<file path="src/logic/knight_cmd_cfg.svh">
// Knight command processor tuning constants for speed ramp, IR nudge and alignment.
`ifndef KNIGHT_CMD_CFG_SVH
`define KNIGHT_CMD_CFG_SVH

////////////////////////////////////////////////////////////////////////////
// Simulation speed selection
////////////////////////////////////////////////////////////////////////////
// Set to 1 for the short ramps used in simulation, 0 for the real robot.
`define KNIGHT_FAST_SIM 1

////////////////////////////////////////////////////////////////////////////
// Forward speed ramp steps
////////////////////////////////////////////////////////////////////////////
`define KNIGHT_INC_AMT ((`KNIGHT_FAST_SIM != 0) ? 10'd32 : 10'd3)   // Added per heading update.
`define KNIGHT_DEC_AMT ((`KNIGHT_FAST_SIM != 0) ? 10'd64 : 10'd6)   // Removed per heading update.

////////////////////////////////////////////////////////////////////////////
// Heading error nudges and alignment window
////////////////////////////////////////////////////////////////////////////
// The left IR sensor pushes the error positive so the PID steers back right.
`define KNIGHT_NUDGE_LFT ((`KNIGHT_FAST_SIM != 0) ? 12'h1FF : 12'h05F)
// The right IR sensor pushes the error negative.
`define KNIGHT_NUDGE_RGHT ((`KNIGHT_FAST_SIM != 0) ? 12'hE00 : 12'hFA1)
// Heading counts as aligned while the absolute error is below this.
`define KNIGHT_ALIGN_THRESH 12'h02C

`endif

</file>
<file path="src/logic/knight_cmd_pkg.sv">
// Knight command processor types shared by the sequencer and its datapath stages.
package knight_cmd_pkg;

  typedef logic [15:0]        cmd_t;        // Command word from the wireless link.
  typedef logic signed [11:0] heading_t;    // Gyro heading and heading error.
  typedef logic [9:0]         speed_t;      // Forward speed handed to the motor drive.
  typedef logic [3:0]         sq_cnt_t;     // Number of squares to travel.
  typedef logic [4:0]         pulse_cnt_t;  // Center IR edges seen, two per square.

  // Opcode held in the top nibble of the command word.
  typedef enum logic [3:0] {
    CAL     = 4'h2,  // Start gyro calibration.
    MOV     = 4'h4,  // Plain move.
    FANFARE = 4'h5,  // Move with the fanfare at the end.
    TOUR    = 4'h6   // Hand over to the tour engine.
  } opcode_t;

  typedef enum logic [2:0] {IDLE, CALIBRATE, TURN, RAMP_UP, RAMP_DOWN} seq_state_t;

  // Commands from the sequencer to the datapath stages.
  typedef struct packed {
    logic load_move;  // Latch heading and square count from the command.
    logic clr_speed;  // Zero the forward speed.
    logic inc_speed;  // Ramp speed up on heading updates.
    logic dec_speed;  // Ramp speed down on heading updates.
  } motion_ctrl_t;

  // Status returned from the stages.
  typedef struct packed {
    logic aligned;     // Heading error inside the alignment window.
    logic speed_zero;  // Forward speed has reached zero.
    logic move_done;   // All square crossings have been seen.
  } motion_stat_t;

endpackage

</file>
<file path="src/logic/heading_error.sv">
// Heading error stage that holds the desired heading and forms the nudged PID error.
`timescale 1ns/1ps
`include "knight_cmd_cfg.svh"

module heading_error (
  input  logic                         clk,
  input  logic                         rst_n,
  input  knight_cmd_pkg::motion_ctrl_t ctrl,     // Only load_move is used here.
  input  knight_cmd_pkg::cmd_t         cmd,      // Bits 11..4 carry the heading.
  input  knight_cmd_pkg::heading_t     heading,  // Gyro heading.
  input  logic                         lft_ir,   // Robot drifted onto the left line.
  input  logic                         rght_ir,  // Robot drifted onto the right line.
  output knight_cmd_pkg::heading_t     error,    // Error to the PID controller.
  output logic                         aligned   // Error is inside the alignment window.
);

  import knight_cmd_pkg::*;

  heading_t    desired;    // Heading the robot should hold.
  heading_t    nudge;      // Correction from the side IR sensors.
  logic [11:0] error_abs;  // Magnitude of the error.

  // Nonzero headings get four ones appended so they land mid-step.
  always_ff @(posedge clk or negedge rst_n) begin
    if (!rst_n) begin
      desired <= '0;
    end else if (ctrl.load_move) begin
      if (cmd[11:4] == 8'h00) begin
        desired <= '0;  // North stays exactly zero.
      end else begin
        desired <= {cmd[11:4], 4'hF};
      end
    end
  end

  // Left has priority when both sensors fire.
  assign nudge = lft_ir  ? heading_t'(`KNIGHT_NUDGE_LFT)  :
                 rght_ir ? heading_t'(`KNIGHT_NUDGE_RGHT) :
                           heading_t'(12'h000);

  assign error = heading - desired + nudge;  // Wraps naturally in 12 bits.

  assign error_abs = error[11] ? 12'(-error) : 12'(error);  // Two's complement magnitude.

  assign aligned = (error_abs < `KNIGHT_ALIGN_THRESH);

endmodule

</file>
<file path="src/logic/knight_cmd_top.sv">
// Knight command processor top that joins the move sequencer to its three datapath stages.
`timescale 1ns/1ps

module knight_cmd_top (
  input  logic                     clk,
  input  logic                     rst_n,
  input  knight_cmd_pkg::cmd_t     cmd,          // Command word from the link.
  input  logic                     cmd_rdy,      // Command waiting.
  input  logic                     cal_done,     // Gyro calibration done.
  input  knight_cmd_pkg::heading_t heading,      // Gyro heading.
  input  logic                     heading_rdy,  // New heading pulse.
  input  logic                     lft_ir,       // Left line sensor.
  input  logic                     cntr_ir,      // Center line sensor.
  input  logic                     rght_ir,      // Right line sensor.
  output logic                     clr_cmd_rdy,  // Command taken.
  output logic                     send_resp,    // Command finished.
  output logic                     strt_cal,     // Start calibration.
  output knight_cmd_pkg::heading_t error,        // Heading error to the PID.
  output knight_cmd_pkg::speed_t   frwrd,        // Forward speed.
  output logic                     moving,       // Robot in motion.
  output logic                     tour_go,      // Start the tour engine.
  output logic                     fanfare_go    // Start the fanfare.
);

  import knight_cmd_pkg::*;

  motion_ctrl_t ctrl;  // Sequencer controls fanned out to the stages.
  motion_stat_t stat;  // Stage status gathered for the sequencer.

  move_sequencer u_move_sequencer (
    .clk, .rst_n, .cmd, .cmd_rdy, .cal_done, .stat, .ctrl,
    .clr_cmd_rdy, .strt_cal, .send_resp, .tour_go, .fanfare_go, .moving
  );

  heading_error u_heading_error (
    .clk, .rst_n, .ctrl, .cmd, .heading, .lft_ir, .rght_ir,
    .error, .aligned (stat.aligned)
  );

  speed_ramp u_speed_ramp (
    .clk, .rst_n, .ctrl, .heading_rdy, .frwrd, .speed_zero (stat.speed_zero)
  );

  square_counter u_square_counter (
    .clk, .rst_n, .ctrl, .cmd, .cntr_ir, .move_done (stat.move_done)
  );

endmodule

</file>
<file path="src/logic/move_sequencer.sv">
// Command decode FSM that steers calibration, turning and the speed ramps of a move.
`timescale 1ns/1ps

module move_sequencer (
  input  logic                        clk,
  input  logic                        rst_n,
  input  knight_cmd_pkg::cmd_t        cmd,          // Command word, valid while cmd_rdy is high.
  input  logic                        cmd_rdy,      // New command waiting.
  input  logic                        cal_done,     // Gyro calibration finished.
  input  knight_cmd_pkg::motion_stat_t stat,        // Status from the datapath stages.
  output knight_cmd_pkg::motion_ctrl_t ctrl,        // Controls to the datapath stages.
  output logic                        clr_cmd_rdy,  // Marks the command as taken.
  output logic                        strt_cal,     // Kicks off gyro calibration.
  output logic                        send_resp,    // Command finished.
  output logic                        tour_go,      // Starts the tour engine.
  output logic                        fanfare_go,   // Starts the fanfare tune.
  output logic                        moving        // Robot is turning or driving.
);

  import knight_cmd_pkg::*;

  seq_state_t state;      // Current state.
  seq_state_t nxt_state;  // Next state from the decode logic.
  opcode_t    opcode;     // Opcode field of the command.
  logic       is_fanfare; // Set when the running move came from a FANFARE command.

  assign opcode = opcode_t'(cmd[15:12]);  // Top nibble carries the opcode.

  ////////////////////////////////////////////////////////////////////////////
  // State and move-type registers
  ////////////////////////////////////////////////////////////////////////////
  always_ff @(posedge clk or negedge rst_n) begin
    if (!rst_n) begin
      state <= IDLE;
    end else begin
      state <= nxt_state;  // Advance every cycle.
    end
  end

  // The command word may change once taken, so remember the move type here.
  always_ff @(posedge clk or negedge rst_n) begin
    if (!rst_n) begin
      is_fanfare <= 1'b0;
    end else if (ctrl.load_move) begin
      is_fanfare <= (opcode == FANFARE);  // Latched in the accepting cycle.
    end
  end

  ////////////////////////////////////////////////////////////////////////////
  // Next-state and output decode
  ////////////////////////////////////////////////////////////////////////////
  always_comb begin
    nxt_state   = state;  // Hold by default.
    ctrl        = '0;     // No datapath action by default.
    clr_cmd_rdy = 1'b0;
    strt_cal    = 1'b0;
    send_resp   = 1'b0;
    tour_go     = 1'b0;
    fanfare_go  = 1'b0;
    moving      = 1'b0;
    case (state)
      CALIBRATE: begin
        if (cal_done) begin
          send_resp = 1'b1;  // Acknowledge in the cycle the gyro reports done.
          nxt_state = IDLE;
        end
      end
      TURN: begin
        moving = 1'b1;  // Turning in place counts as moving for yaw integration.
        if (stat.aligned) begin
          ctrl.clr_speed = 1'b1;  // Start the ramp from standstill.
          nxt_state      = RAMP_UP;
        end
      end
      RAMP_UP: begin
        moving         = 1'b1;
        ctrl.inc_speed = 1'b1;  // Accelerate until the square count is met.
        if (stat.move_done) begin
          fanfare_go = is_fanfare;  // One pulse, only for FANFARE.
          nxt_state  = RAMP_DOWN;
        end
      end
      RAMP_DOWN: begin
        ctrl.dec_speed = 1'b1;  // Brake on each heading update.
        if (stat.speed_zero) begin
          send_resp = 1'b1;  // Move complete.
          nxt_state = IDLE;
        end else begin
          moving = 1'b1;  // Still rolling.
        end
      end
      default: begin  // IDLE waits for a command.
        if (cmd_rdy) begin
          clr_cmd_rdy = 1'b1;  // Every command is taken in this cycle.
          case (opcode)
            TOUR: tour_go = 1'b1;  // Tour engine takes over, we stay idle.
            CAL: begin
              strt_cal  = 1'b1;
              nxt_state = CALIBRATE;
            end
            MOV, FANFARE: begin
              ctrl.load_move = 1'b1;  // Stages latch heading and squares now.
              nxt_state      = TURN;
            end
            default: nxt_state = IDLE;  // Unknown opcodes are dropped.
          endcase
        end
      end
    endcase
  end

  ////////////////////////////////////////////////////////////////////////////
  // Protocol checks
  ////////////////////////////////////////////////////////////////////////////
  // The speed stage would resolve both at once by priority, which hides a decode bug.
  a_no_inc_dec: assert property (@(posedge clk) disable iff (!rst_n)
    !(ctrl.inc_speed && ctrl.dec_speed));

  // A response always closes a command that left IDLE in an earlier cycle.
  a_resp_not_idle: assert property (@(posedge clk) disable iff (!rst_n)
    send_resp |-> (state != IDLE) && $past(ctrl.load_move || strt_cal || state != IDLE));

endmodule

</file>
<file path="src/logic/speed_ramp.sv">
// Forward speed register that ramps up or down on each gyro heading update.
`timescale 1ns/1ps
`include "knight_cmd_cfg.svh"

module speed_ramp (
  input  logic                         clk,
  input  logic                         rst_n,
  input  knight_cmd_pkg::motion_ctrl_t ctrl,         // clr, inc and dec speed are used.
  input  logic                         heading_rdy,  // One-cycle pulse per new heading.
  output knight_cmd_pkg::speed_t       frwrd,        // Forward speed.
  output logic                         speed_zero    // Speed has reached zero.
);

  import knight_cmd_pkg::*;

  localparam speed_t INC_AMT = `KNIGHT_INC_AMT;  // Step size going up.
  localparam speed_t DEC_AMT = `KNIGHT_DEC_AMT;  // Step size going down.

  logic at_max;  // Both top bits set.

  assign at_max     = &frwrd[9:8];
  assign speed_zero = (frwrd == '0);

  // Updates are paced by heading_rdy so the ramp tracks the gyro rate.
  always_ff @(posedge clk or negedge rst_n) begin
    if (!rst_n) begin
      frwrd <= '0;
    end else if (ctrl.clr_speed) begin
      frwrd <= '0;
    end else if (heading_rdy) begin
      if (ctrl.inc_speed && !at_max) begin
        frwrd <= frwrd + INC_AMT;
      end else if (ctrl.dec_speed && !speed_zero) begin
        frwrd <= (frwrd < DEC_AMT) ? '0 : frwrd - DEC_AMT;  // Saturate at zero.
      end
    end
  end

  // An increment must land at or below full scale, never wrap past it.
  a_inc_no_wrap: assert property (@(posedge clk) disable iff (!rst_n)
    (heading_rdy && ctrl.inc_speed && !ctrl.clr_speed && !at_max) |=> (frwrd > $past(frwrd)));

endmodule

</file>
<file path="src/logic/square_counter.sv">
// Square counter that counts center IR edges and flags when the commanded run is done.
`timescale 1ns/1ps

module square_counter (
  input  logic                         clk,
  input  logic                         rst_n,
  input  knight_cmd_pkg::motion_ctrl_t ctrl,      // Only load_move is used here.
  input  knight_cmd_pkg::cmd_t         cmd,       // Bits 3..0 carry the square count.
  input  logic                         cntr_ir,   // Center IR sees a line.
  output logic                         move_done  // Two edges per square seen.
);

  import knight_cmd_pkg::*;

  sq_cnt_t    square_cnt;   // Squares asked for.
  pulse_cnt_t pulse_cnt;    // Rising edges counted so far.
  logic       cntr_ir_q;    // Center IR from the last cycle.
  logic       ir_rise;      // Rising edge on the center IR.

  always_ff @(posedge clk or negedge rst_n) begin
    if (!rst_n) begin
      cntr_ir_q <= 1'b0;
    end else begin
      cntr_ir_q <= cntr_ir;  // Delay for edge detect.
    end
  end

  assign ir_rise = cntr_ir & ~cntr_ir_q;

  // Each square has two crossing lines, hence two edges per square.
  always_ff @(posedge clk or negedge rst_n) begin
    if (!rst_n) begin
      square_cnt <= '0;
      pulse_cnt  <= '0;
    end else if (ctrl.load_move) begin
      square_cnt <= cmd[3:0];  // Start a fresh run.
      pulse_cnt  <= '0;
    end else if (ir_rise) begin
      pulse_cnt <= pulse_cnt + 1'b1;
    end
  end

  assign move_done = (pulse_cnt == {square_cnt, 1'b0});

endmodule

</file>
<file path="config.mk">
export PLATFORM = sky130hd
export DESIGN_NAME = knight_cmd_top
export DESIGN_NICKNAME = d
export VERILOG_FILES = /design/src/logic/knight_cmd_pkg.sv /design/src/logic/heading_error.sv /design/src/logic/knight_cmd_top.sv /design/src/logic/move_sequencer.sv /design/src/logic/speed_ramp.sv /design/src/logic/square_counter.sv
export VERILOG_INCLUDE_DIRS = /design/src /design/src/logic
export SDC_FILE = /design/constraint.sdc
export NUM_CORES = 1
export LEC_CHECK = 0
export ABC_AREA = 1
export ABC_CLOCK_PERIOD_IN_PS = 4500
export BUFFER_PORTS_ARGS = -buffer_cell sky130_fd_sc_hd__buf_2
export CAP_MARGIN = 30
export CELL_PAD_IN_SITES_DETAIL_PLACEMENT = 0
export CELL_PAD_IN_SITES_GLOBAL_PLACEMENT = 1
export CORE_MARGIN = 2
export CORE_UTILIZATION = 39
export DETAILED_ROUTE_END_ITERATION = 10
export PLACE_DENSITY = 0.87
export SYNTH_ARGS = -nofsm -noshare
export SYNTH_HDL_FRONTEND = slang
export SYNTH_HIERARCHICAL = 1
export SYNTH_SLANG_ARGS = --single-unit
export TNS_END_PERCENT = 5
</file>
<file path="constraint.sdc">
create_clock -name clk -period 4.5 [get_ports clk]
set_input_delay 0.675 -clock clk [delete_from_list [all_inputs] [get_ports clk]]
set_output_delay 0.675 -clock clk [all_outputs]
set_load 0.05 [all_outputs]
</file>
After elaboration in Yosys (flattened, before gate mapping)
Cells that the tools add are included.

Input bits: 36. Output and inout bits: 28. Flip-flop bits (word level): 36. Word-level logic and storage cells: 87.

Reductions and logical operators: 16. Bitwise operators: 2. Add/subtract/negate cells: 6. Equality and inequality tests: 14. Multiplexer cells: 40. Order comparisons: 2.

Operators with widths (number): two-way mux 10 bit (5); two-way mux 12 bit (4); two-way mux 1 bit (20); two-way mux 3 bit (5); adder 12 bit (1); equality test 4 x 3 -> 1 bit (second input constant) (3); < comparator 12 x 6 -> 1 bit (second input constant) (1); negation 12 bit (1); case mux 3 bit (4 select lines) (1); subtractor 12 bit (1); adder 10 x 6 -> 10 bit (second input constant) (1); zero test 10 bit (1); < comparator 10 x 7 -> 1 bit (second input constant) (1); two-way mux 5 bit (2); subtractor 10 x 7 -> 10 bit (second input constant) (1); case mux 3 bit (3 select lines) (1); zero test 8 bit (1); equality test 3 x 2 -> 1 bit (second input constant) (2); != test 2 x 1 -> 1 bit (second input constant) (3); AND reduction 6 bit (1); adder 5 x 1 -> 5 bit (second input constant) (1); equality test 5 bit (1); != test 5 bit (second input constant) (1); nonzero test 5 bit (1); other kinds (14) (20).

Logic depth before layout (Yosys ltp)
Gate-level depths: netlist of the first run.

Word-level depth: 10. Depth in mapped cells: 29. Gate-level depth less buffers: 29.

Modules after synthesis
The synthesis of the first run kept the hierarchy.

By module, submodules not included: heading_error (times used 1, cells each 256, area each 1626.6 um^2, seq. area each 225.2 um^2); speed_ramp (times used 1, cells each 80, area each 508.0 um^2, seq. area each 125.1 um^2); square_counter (times used 1, cells each 59, area each 483.0 um^2, seq. area each 250.2 um^2); move_sequencer (times used 1, cells each 74, area each 402.9 um^2, seq. area each 100.1 um^2).

Worst setup path before layout of the first run
OpenSTA, ideal clock, no wires.

Kind: input-to-reg. Start: input port lft_ir. End: register u_speed_ramp.frwrd[7]. Path buffers: 0. Slack: 508 ps. Cell stages on the path: 25. Data required time: 4382 ps. Setup time: 118 ps. Arrival: 3874 ps. Path through: inv_2 fa_1 inv_1 fa_1 nor2_1 a21boi_1 nand3_1 nor2_4 nand2_2 nand3_2 nand2_1 nand2_1 nand2_1 nor2_1 nand2_1 nor2_1 inv_1 nor2_1 inv_1 nand3_1 inv_1 nand2_1 nand2_1 nand2_1 nand2_1.

RTL lines: from (decl) (line knight_cmd_top.sv:12) `input logic lft_ir,`; to (signal assigned) (line speed_ramp.sv:32) `frwrd <= frwrd + INC_AMT;`; to (signal assigned) (line speed_ramp.sv:34) `frwrd <= (frwrd < DEC_AMT) ? '0 : frwrd - DEC_AMT;`; to (decl) (line speed_ramp.sv:10) `output knight_cmd_pkg::speed_t frwrd,`.

==> results of run 1 <==
==> worst register-to-register path: cells and delay by family, from the launching register on <==
family          cells  cell delay [ns]
fa+ha+maj           2             0.99
buf+inv             4             0.32
compound gates      1             0.17
simple gates       17             1.58
flops               1             0.47
==> cells by family after synthesis <==
group	after synthesis	synth area share (%)
AO/OA/AOI/OAI	31	6.13
XOR/XNOR	3	0.870
adder cells (fa/ha/maj)	27	13.9
buffers and inverters	113	14.8
flip-flops	28	23.2
multiplexers	7	2.61
other	1	0.124
AND/OR/NAND/NOR	259	38.4
==> per-layer routing <==
| layer | GRT usage (%) | up-vias | part of all wire [%] |
|---|---|---|---|
| met1 | 20.0 | 1267 | 47 |
| li1 | - | 1542 | - |
| met4 | 1.87 | 0 | 0.18 |
| met2 | 29.0 | 47 | 49 |
| met5 | 0 | - | 0 |
| met3 | 1.15 | 2 | 3.3 |
==> state kept, by name, indices dropped and copies added, names as in the netlist <==
register                     cells
u_heading_error/desired          9
u_move_sequencer/is_fanfare      1
u_move_sequencer/state           3
u_speed_ramp/frwrd               5
u_square_counter/cntr_ir_q       1
u_square_counter/pulse_cnt       5
u_square_counter/square_cnt      4
==> per-stage QoR <==
step / cell area (um^2) / util (%)
floorplan: 3040 / -
global route: 3480 / 45.8
CTS: 3480 / 45.8
global placement: 3410 / 44.9
finish: 3480 / 45.8
detailed placement: 3410 / 44.9
==> layout make-up <==
type,instances,area share (%)
Multi-Input combinational cell,332,54.2
Sequential cell,28,20.1
Inverter,106,11.4
Timing Repair Buffer,59,8.55
Tap cell,102,3.66
Clock buffer,3,1.19
Clock inverter,1,0.862
==> Yosys cell counts, types with 2 or more instances <==
| master | number |
|---|---|
| a21boi_1 | 2 |
| o21ai_0 | 8 |
| nand3_2 | 7 |
| ha_1 | 16 |
| buf_4 | 6 |
| o21ai_1 | 2 |
| nor2_2 | 6 |
| nand3_1 | 30 |
| a21oi_1 | 12 |
| nor4_1 | 3 |
| o211ai_1 | 2 |
| nand2_2 | 17 |
| nor2_1 | 44 |
| fa_1 | 11 |
| inv_1 | 99 |
| nand4_1 | 7 |
| nand3b_1 | 3 |
| xor2_1 | 2 |
| dfrtp_1 | 28 |
| mux2_2 | 7 |
| inv_2 | 7 |
| nand2_1 | 139 |
==> cell usage in the layout (no fill, tap or decap), types with 5 or more instances in the layout <==
| master | netlist | final |
|---|---|---|
| nor2_1 | 44 | 44 |
| conb_1 | 1 | 5 |
| nand2_2 | 17 | 17 |
| nand3_1 | 30 | 30 |
| ha_1 | 16 | 16 |
| o21ai_0 | 8 | 8 |
| mux2_2 | 7 | 7 |
| inv_1 | 99 | 99 |
| nand3_2 | 7 | 7 |
| inv_2 | 7 | 7 |
| nor2_2 | 6 | 6 |
| a21oi_1 | 12 | 12 |
| nand2_1 | 139 | 139 |
| nand4_1 | 7 | 7 |
| fa_1 | 11 | 11 |
| buf_2 | 0 | 58 |
| dfrtp_1 | 28 | 28 |
==> how the worst max path moves through the flow <==
stage	to	depth (start not counted)
finish	u_speed_ramp/frwrd[7]	28
global route	u_speed_ramp/frwrd[7]	29
CTS	u_speed_ramp/frwrd[7]	28
detailed placement	u_speed_ramp/frwrd[7]	28
global placement	u_speed_ramp/frwrd[7]	28
floorplan	u_speed_ramp/frwrd[7]	25
==> impl_table.tex, run 1 <==
\begin{tabular}{lr}
\hline
Metric & Value \\
\hline
\multicolumn{2}{l}{\textbf{Setup path}} \\
\quad Reg2Reg Depth & 24 \\
\quad CP startpoint & lft\_ir \\
\quad Critical Path Slowest Stage Cell & fa\_1 \\
\quad Buffering stage count on the worst path with inverters included & 7 \\
\quad Worst Path Max Fanout & 7 \\
\quad Most common cell on crit path & nand2\_1 \\
\quad Worst endpoint required time & around 4.7 ns \\
\quad Worst setup path category & primary input to register \\
\quad Element type at the critical path end & register \\
\quad Capture point of the worst reg-to-reg path & u\_speed\_ramp/frwrd[7] \\
\quad Launch point of the worst reg-to-reg path & u\_heading\_error/desired[3] \\
\quad CP delay by family, top & simple AND/OR/NAND/NOR gates \\
\quad Kind of start point of the critical path & primary input \\
\quad Crit path DAT & about 4.0 ns \\
\quad R2R Setup Slk & 0.86 ns \\
\quad Max incr delay on CP & a little over 0.5 ns \\
\multicolumn{2}{l}{\textbf{Yosys}} \\
\quad Library cells used by synthesis & 33 \\
\quad Post-synth EDFFs & 0 \\
\quad Post-synth ARST share & 100\% \\
\quad Yosys synthesis warning count & 6 \\
\quad Post-synthesis sequential area ratio & between 20\% and 30\% \\
\quad Cell type with the highest aggregate area in the netlist & dfrtp\_1 \\
\quad Cell count after synthesis & about 470 \\
\quad Leading post-synthesis cells by cell area & dfrtp\_1 23\%, nand2\_1 17\%, inv\_1 12\%, fa\_1 7.3\%, ha\_1 6.6\% \\
\quad Proportion of netlist area held by the largest area contributor & a little under a quarter \\
\quad Synthesized area per cell & 6.44 um\^{}2 \\
\quad Top flip-flop cell by instance count after synthesis & dfrtp\_1 \\
\quad Synthesized area & 3020 um\^{}2 \\
\quad FF+latch count, synth & 28 \\
\multicolumn{2}{l}{\textbf{Final layout}} \\
\quad Final Instance Count excl. Fillers & roughly 630 \\
\quad Fill cells & between 800 and 900 \\
\quad Antenna Diode Count & 0 \\
\quad Area added between synthesis and finish & 15.3\% \\
\quad Layout Nets & between 500 and 600 \\
\quad Storage cell area & roughly 700 um\^{}2 \\
\quad Ratio of cells with drive above 1 in the final layout & about a fifth \\
\quad Total area of multi-input combinational cells & $\sim$1900 um\^{}2 \\
\multicolumn{2}{l}{\textbf{Clock network}} \\
\quad Number of gates given a new drive strength after cts & 0 \\
\quad Total number of clock tree sinks & 28 \\
\quad CTS Hold Buffers Added & 0 \\
\quad Number of buffers on the longest clock path & 2 \\
\quad Clock tree from TritonCTS & done \\
\quad Clock Latency Late Sink & about 0.27 ns \\
\quad Post-CTS Setup Inserts & 0 \\
\quad Clock-pin slew of the registers on the worst-case setup and hold paths & 0.09 ns \\
\quad Num CTS Buffers & 3 \\
\quad Clock root buffer & clkbuf\_8 \\
\quad Clock H-tree levels & 1 \\
\multicolumn{2}{l}{\textbf{Placed design}} \\
\quad Instance count after placement with tap cells included & about 630 \\
\quad PortBufs & 58 \\
\quad Worst setup slack before clock tree synthesis & 0.326 ns \\
\quad Routability cong. & around 0.86 \\
\quad HPWL after detailed placement & approximately 5400 um \\
\multicolumn{2}{l}{\textbf{Flow run}} \\
\quad Max-cap check violation count & 0 \\
\multicolumn{2}{l}{\textbf{Drt}} \\
\quad DRC violations left & 0 \\
\quad First-pass detailed-route iteration total & 4 \\
\quad Via count & between 2000 and 3000 \\
\quad Mean number of vias per cell & between 4 and 5 \\
\quad Average wire per cell in the routed design & roughly 9.8 um \\
\quad Antenna violation net count after detailed routing & 0 \\
\quad Final wirelength & between 6000 and 7000 um \\
\quad Initial DRC Count & 97 \\
\multicolumn{2}{l}{\textbf{Timing}} \\
\quad Headroom to the max-slew limit & between 60\% and 70\% \\
\quad Slew at the pin closest to its max-slew limit & roughly 0.6 ns \\
\quad Total count of hold-check failures in the final report & 0 \\
\quad Maximum operating frequency & between 0.2 and 0.3 GHz \\
\quad Setup repair after global routing missed its margin & false \\
\quad Final worst clock skew & $\sim$0.0077 ns \\
\quad Post-route worst setup slack & between 0.6 and 0.7 ns \\
\quad Max Slew Vio Count & 0 \\
\quad Crit share post-route & 85.2\% \\
\quad Final worst path period need & roughly 3.8 ns \\
\quad Post-route worst hold slack & between 0.4 and 0.5 ns \\
\quad Setup total negative slack & 0 ns \\
\quad Setup-violating endpoint count in the final report & 0 \\
\multicolumn{2}{l}{\textbf{Die}} \\
\quad Die footprint & roughly 8500 um\^{}2 \\
\quad Starting density of the core & approximately two fifths \\
\quad Number of top-level pins & between 60 and 70 \\
\quad Die Y-Extent & between 90 and 100 um \\
\quad Die width & roughly 92 um \\
\quad Core Area & 7610 um\^{}2 \\
\quad Cell Rows & 32 \\
\multicolumn{2}{l}{\textbf{Global route}} \\
\quad Vias in the first global route & 2739 \\
\quad Wire length of the first global-routing pass & 11200 um \\
\quad Remaining global-route overflow & 0 \\
\quad GRT Overall Usage & between 10\% and 20\% \\
\quad Number of antenna violations at the first check in global routing & 1 \\
\quad Maximum number of pins on one net before global-route repair & 29 \\
\multicolumn{2}{l}{\textbf{Min path}} \\
\quad Class of the tightest hold or removal check & primary input to async pin \\
\multicolumn{2}{l}{\textbf{Status}} \\
\quad Status & completed \\
\hline
\end{tabular}
Power of run 1 is left out: the tool's default activity adds up to more than one toggle a clock period on the data nets, which glitch-free logic cannot reach.
==> run 2: changes to the inputs <==
- ABC_CLOCK_PERIOD_IN_PS: 4500 -> 3600
- REMOVE_ABC_BUFFERS: not set -> 1
- clock period: 4.5 -> 3.6 ns (I/O delays scaled with it)
==> run 2 against run 1 <==
Compared with the run above:
- count of clock-buffer cells in the layout is the same
- clock skew grew 0.00053 ns
- hold slack lost 0.13 ns
- sequential share of layout area shrank 1.7 points
==> impl_table.tex, run 2 (synthesized netlist as in run 1, its figures left out) <==
\begin{tabular}{lr}
\hline
Metric & Value \\
\hline
\multicolumn{2}{l}{\textbf{Placed design}} \\
\quad Total cell area at the placement stage & 3600 um\^{}2 (+5.5\%) \\
\quad Worst setup slack before clock tree synthesis & -0.279 ns (-0.604 ns) \\
\quad HPWL after detailed placement & 5780 um (+7.4\%) \\
\quad PortBufs & 58 (unchanged) \\
\quad Routability cong. & 0.893 (+3.7\%) \\
\multicolumn{2}{l}{\textbf{Setup path}} \\
\quad Element type at the critical path end & register \\
\quad Crit path DAT & 3.59 ns (-0.41 ns) \\
\quad Worst Path Max Fanout & 5 (-2) \\
\quad Worst endpoint required time & 3.82 ns (-0.84 ns) \\
\quad Capture point of the worst reg-to-reg path & u\_speed\_ramp/frwrd[8] \\
\quad Reg2Reg Depth & 23 (-4.2\%) \\
\quad R2R Setup Slk & 0.22 ns (-0.64 ns) \\
\quad Worst setup path category & register to register \\
\quad Launch point of the worst reg-to-reg path & u\_heading\_error/desired[3] \\
\quad Kind of start point of the critical path & register \\
\multicolumn{2}{l}{\textbf{Clock network}} \\
\quad Number of buffers on the longest clock path & 2 (unchanged) \\
\quad Num CTS Buffers & 3 (unchanged) \\
\quad Clock root buffer & clkbuf\_8 \\
\quad Clock tree from TritonCTS & done \\
\quad Clock-pin slew of the registers on the worst-case setup and hold paths & 0.09 ns (about the same) \\
\quad Clock H-tree levels & 1 (unchanged) \\
\quad CTS Hold Buffers Added & 0 (unchanged) \\
\quad Total number of clock tree sinks & 28 (unchanged) \\
\quad Clock Latency Late Sink & 0.27 ns (about the same) \\
\multicolumn{2}{l}{\textbf{Global route}} \\
\quad Number of antenna violations at the first check in global routing & 0 (-1) \\
\quad Remaining global-route overflow & 0 (unchanged) \\
\quad Vias in the first global route & 2952 (+7.8\%) \\
\quad Maximum number of pins on one net before global-route repair & 29 (unchanged) \\
\quad GRT Overall Usage & 17.0\% (+1.5 points) \\
\quad Wire length of the first global-routing pass & 12200 um (+9.0\%) \\
\multicolumn{2}{l}{\textbf{Final layout}} \\
\quad Ratio of cells with drive above 1 in the final layout & 29.2\% (+8.4 points) \\
\quad Layout Nets & 619 (+4.4\%) \\
\quad Biggest regs & u\_heading\_error/desired: 9 flops, u\_speed\_ramp/frwrd: 5 flops, u\_square\_counter/pulse\_cnt: 5 flops \\
\quad Number of flip-flops in the largest register & 9 (unchanged) \\
\quad Post-Layout Inst Area & 3820 um\^{}2 (+9.7\%) \\
\quad Register with the highest flop count & u\_heading\_error/desired \\
\quad Top library cells by usage in the layout, fill and taps aside & 136 x nand2\_1, 96 x inv\_1, 58 x buf\_2 \\
\quad Fill cells & 810 (+0.87\%) \\
\quad Leading cell type in the layout, fill and taps excluded & nand2\_1 \\
\quad Area added between synthesis and finish & 26.5\% \\
\quad Antenna Diode Count & 0 (unchanged) \\
\quad Final core utilization & 50.2\% (+4.4 points) \\
\multicolumn{2}{l}{\textbf{Drt}} \\
\quad Via count & 3018 (+5.6\%) \\
\quad Initial DRC Count & 72 (-26\%) \\
\quad Antenna violation net count after detailed routing & 0 (unchanged) \\
\quad First-pass detailed-route iteration total & 4 (unchanged) \\
\quad Mean number of vias per cell & 4.60 (+1.6\%) \\
\quad Average wire per cell in the routed design & 10.6 um (+8.1\%) \\
\quad DRC violations left & 0 (unchanged) \\
\quad Final wirelength & 6930 um (+12\%) \\
\multicolumn{2}{l}{\textbf{Die}} \\
\quad Die Y-Extent & 92.0 um (unchanged) \\
\quad Die footprint & 8460 um\^{}2 (unchanged) \\
\quad Cell Rows & 32 (unchanged) \\
\quad Core Area & 7610 um\^{}2 (unchanged) \\
\quad Starting density of the core & 39.7\% (unchanged) \\
\quad Number of top-level pins & 64 (unchanged) \\
\quad Die width & 92.0 um (unchanged) \\
\multicolumn{2}{l}{\textbf{Timing}} \\
\quad Final worst path period need & roughly 3.4 ns \\
\quad Slew at the pin closest to its max-slew limit & 0.609 ns (+0.0118 ns) \\
\quad Headroom to the max-slew limit & 59.4\% (-0.79 points) \\
\quad Setup repair after global routing missed its margin & true \\
\quad Total count of hold-check failures in the final report & 0 (unchanged) \\
\quad Setup-violating endpoint count in the final report & 0 (unchanged) \\
\quad Final worst clock skew & 0.00821 ns (+0.000534 ns) \\
\quad Max Slew Vio Count & 0 (unchanged) \\
\quad Crit share post-route & $\sim$94\% \\
\quad Post-route worst setup slack & 0.221 ns (-0.447 ns) \\
\quad Maximum operating frequency & between 0.2 and 0.3 GHz \\
\multicolumn{2}{l}{\textbf{Status}} \\
\quad Status & completed \\
\multicolumn{2}{l}{\textbf{Min path}} \\
\quad Class of the tightest hold or removal check & primary input to async pin \\
\multicolumn{2}{l}{\textbf{Flow run}} \\
\quad Max-cap check violation count & 0 (unchanged) \\
\hline
\end{tabular}
==> run 2: area by class of cell <==
class | instances | area [um^2] | area share, %
clock buffers | 3 | 41.3 | 1.08
inverters | 106 | 400 | 10.5
multi-input cells | 332 | 2050 | 53.6
flip-flops and latches | 28 | 702 | 18.4
well taps | 102 | 128 | 3.34
repair buffers | 85 | 500 | 13.1
==> run 2: what timing repair did <==
action                                  4_1_cts  5_1_grt
setup buffers                                 0        1
endpoints found under the setup margin        5        9
resized for setup                             1       34
pin swaps                                     0       12
==> run 2: stage by stage <==
stage / setup TNS (ns) / instances / hold WS, ns
floorplan: -1.11 / 466 / 0.244
global placement: -1.14 / 652 / 0.477
detailed placement: -1.57 / 652 / 0.491
CTS: 0 / 655 / 0.303
global route: -0.192 / 656 / 0.328
finish: 0 / 656 / 0.267
==> run 2: routing by layer <==
metal  GRT usage [%]  up-vias  part of all wire (%)
met5               0        -                     0
met4            2.99        0                  0.76
met3           0.822        6                   1.7
met2            32.7       37                    51
met1            21.1     1389                    47
li1                -     1586                     -
==> run 2: worst max-delay path by stage <==
stage / start / endpoint / slack (ns) / cells after the start
after floorplan: lft_ir / u_speed_ramp/frwrd[7] / -0.26 / 25
after global placement: lft_ir / u_speed_ramp/frwrd[8] / -0.23 / 24
after detailed placement: lft_ir / u_speed_ramp/frwrd[6] / -0.28 / 24
after CTS: u_heading_error/desired[3] / u_speed_ramp/frwrd[8] / 0.01 / 22
after global routing: lft_ir / u_speed_ramp/frwrd[9] / -0.05 / 27
final: u_heading_error/desired[3] / u_speed_ramp/frwrd[8] / 0.22 / 23
==> run 2: worst max-delay path, stage by stage (launching register included) <==
cell and delay [ns]:
dfrtp_2 0.46, ha_1 0.29, inv_1 0.06, ha_4 0.17, fa_1 0.51, nor2_2 0.11
a21boi_2 0.17, nand3_2 0.09, nor2_4 0.15, nand2_2 0.08, nand3_2 0.07, nand2_1 0.05
nand2_1 0.06, nand2_1 0.05, nor2_1 0.09, nand2_1 0.07, nor2_2 0.13, inv_2 0.06
nor2_4 0.13, buf_6 0.12, a21oi_4 0.04, a21oi_4 0.20, nand2_1 0.08, nand2_1 0.06
Power of run 2 is left out for the same reason.
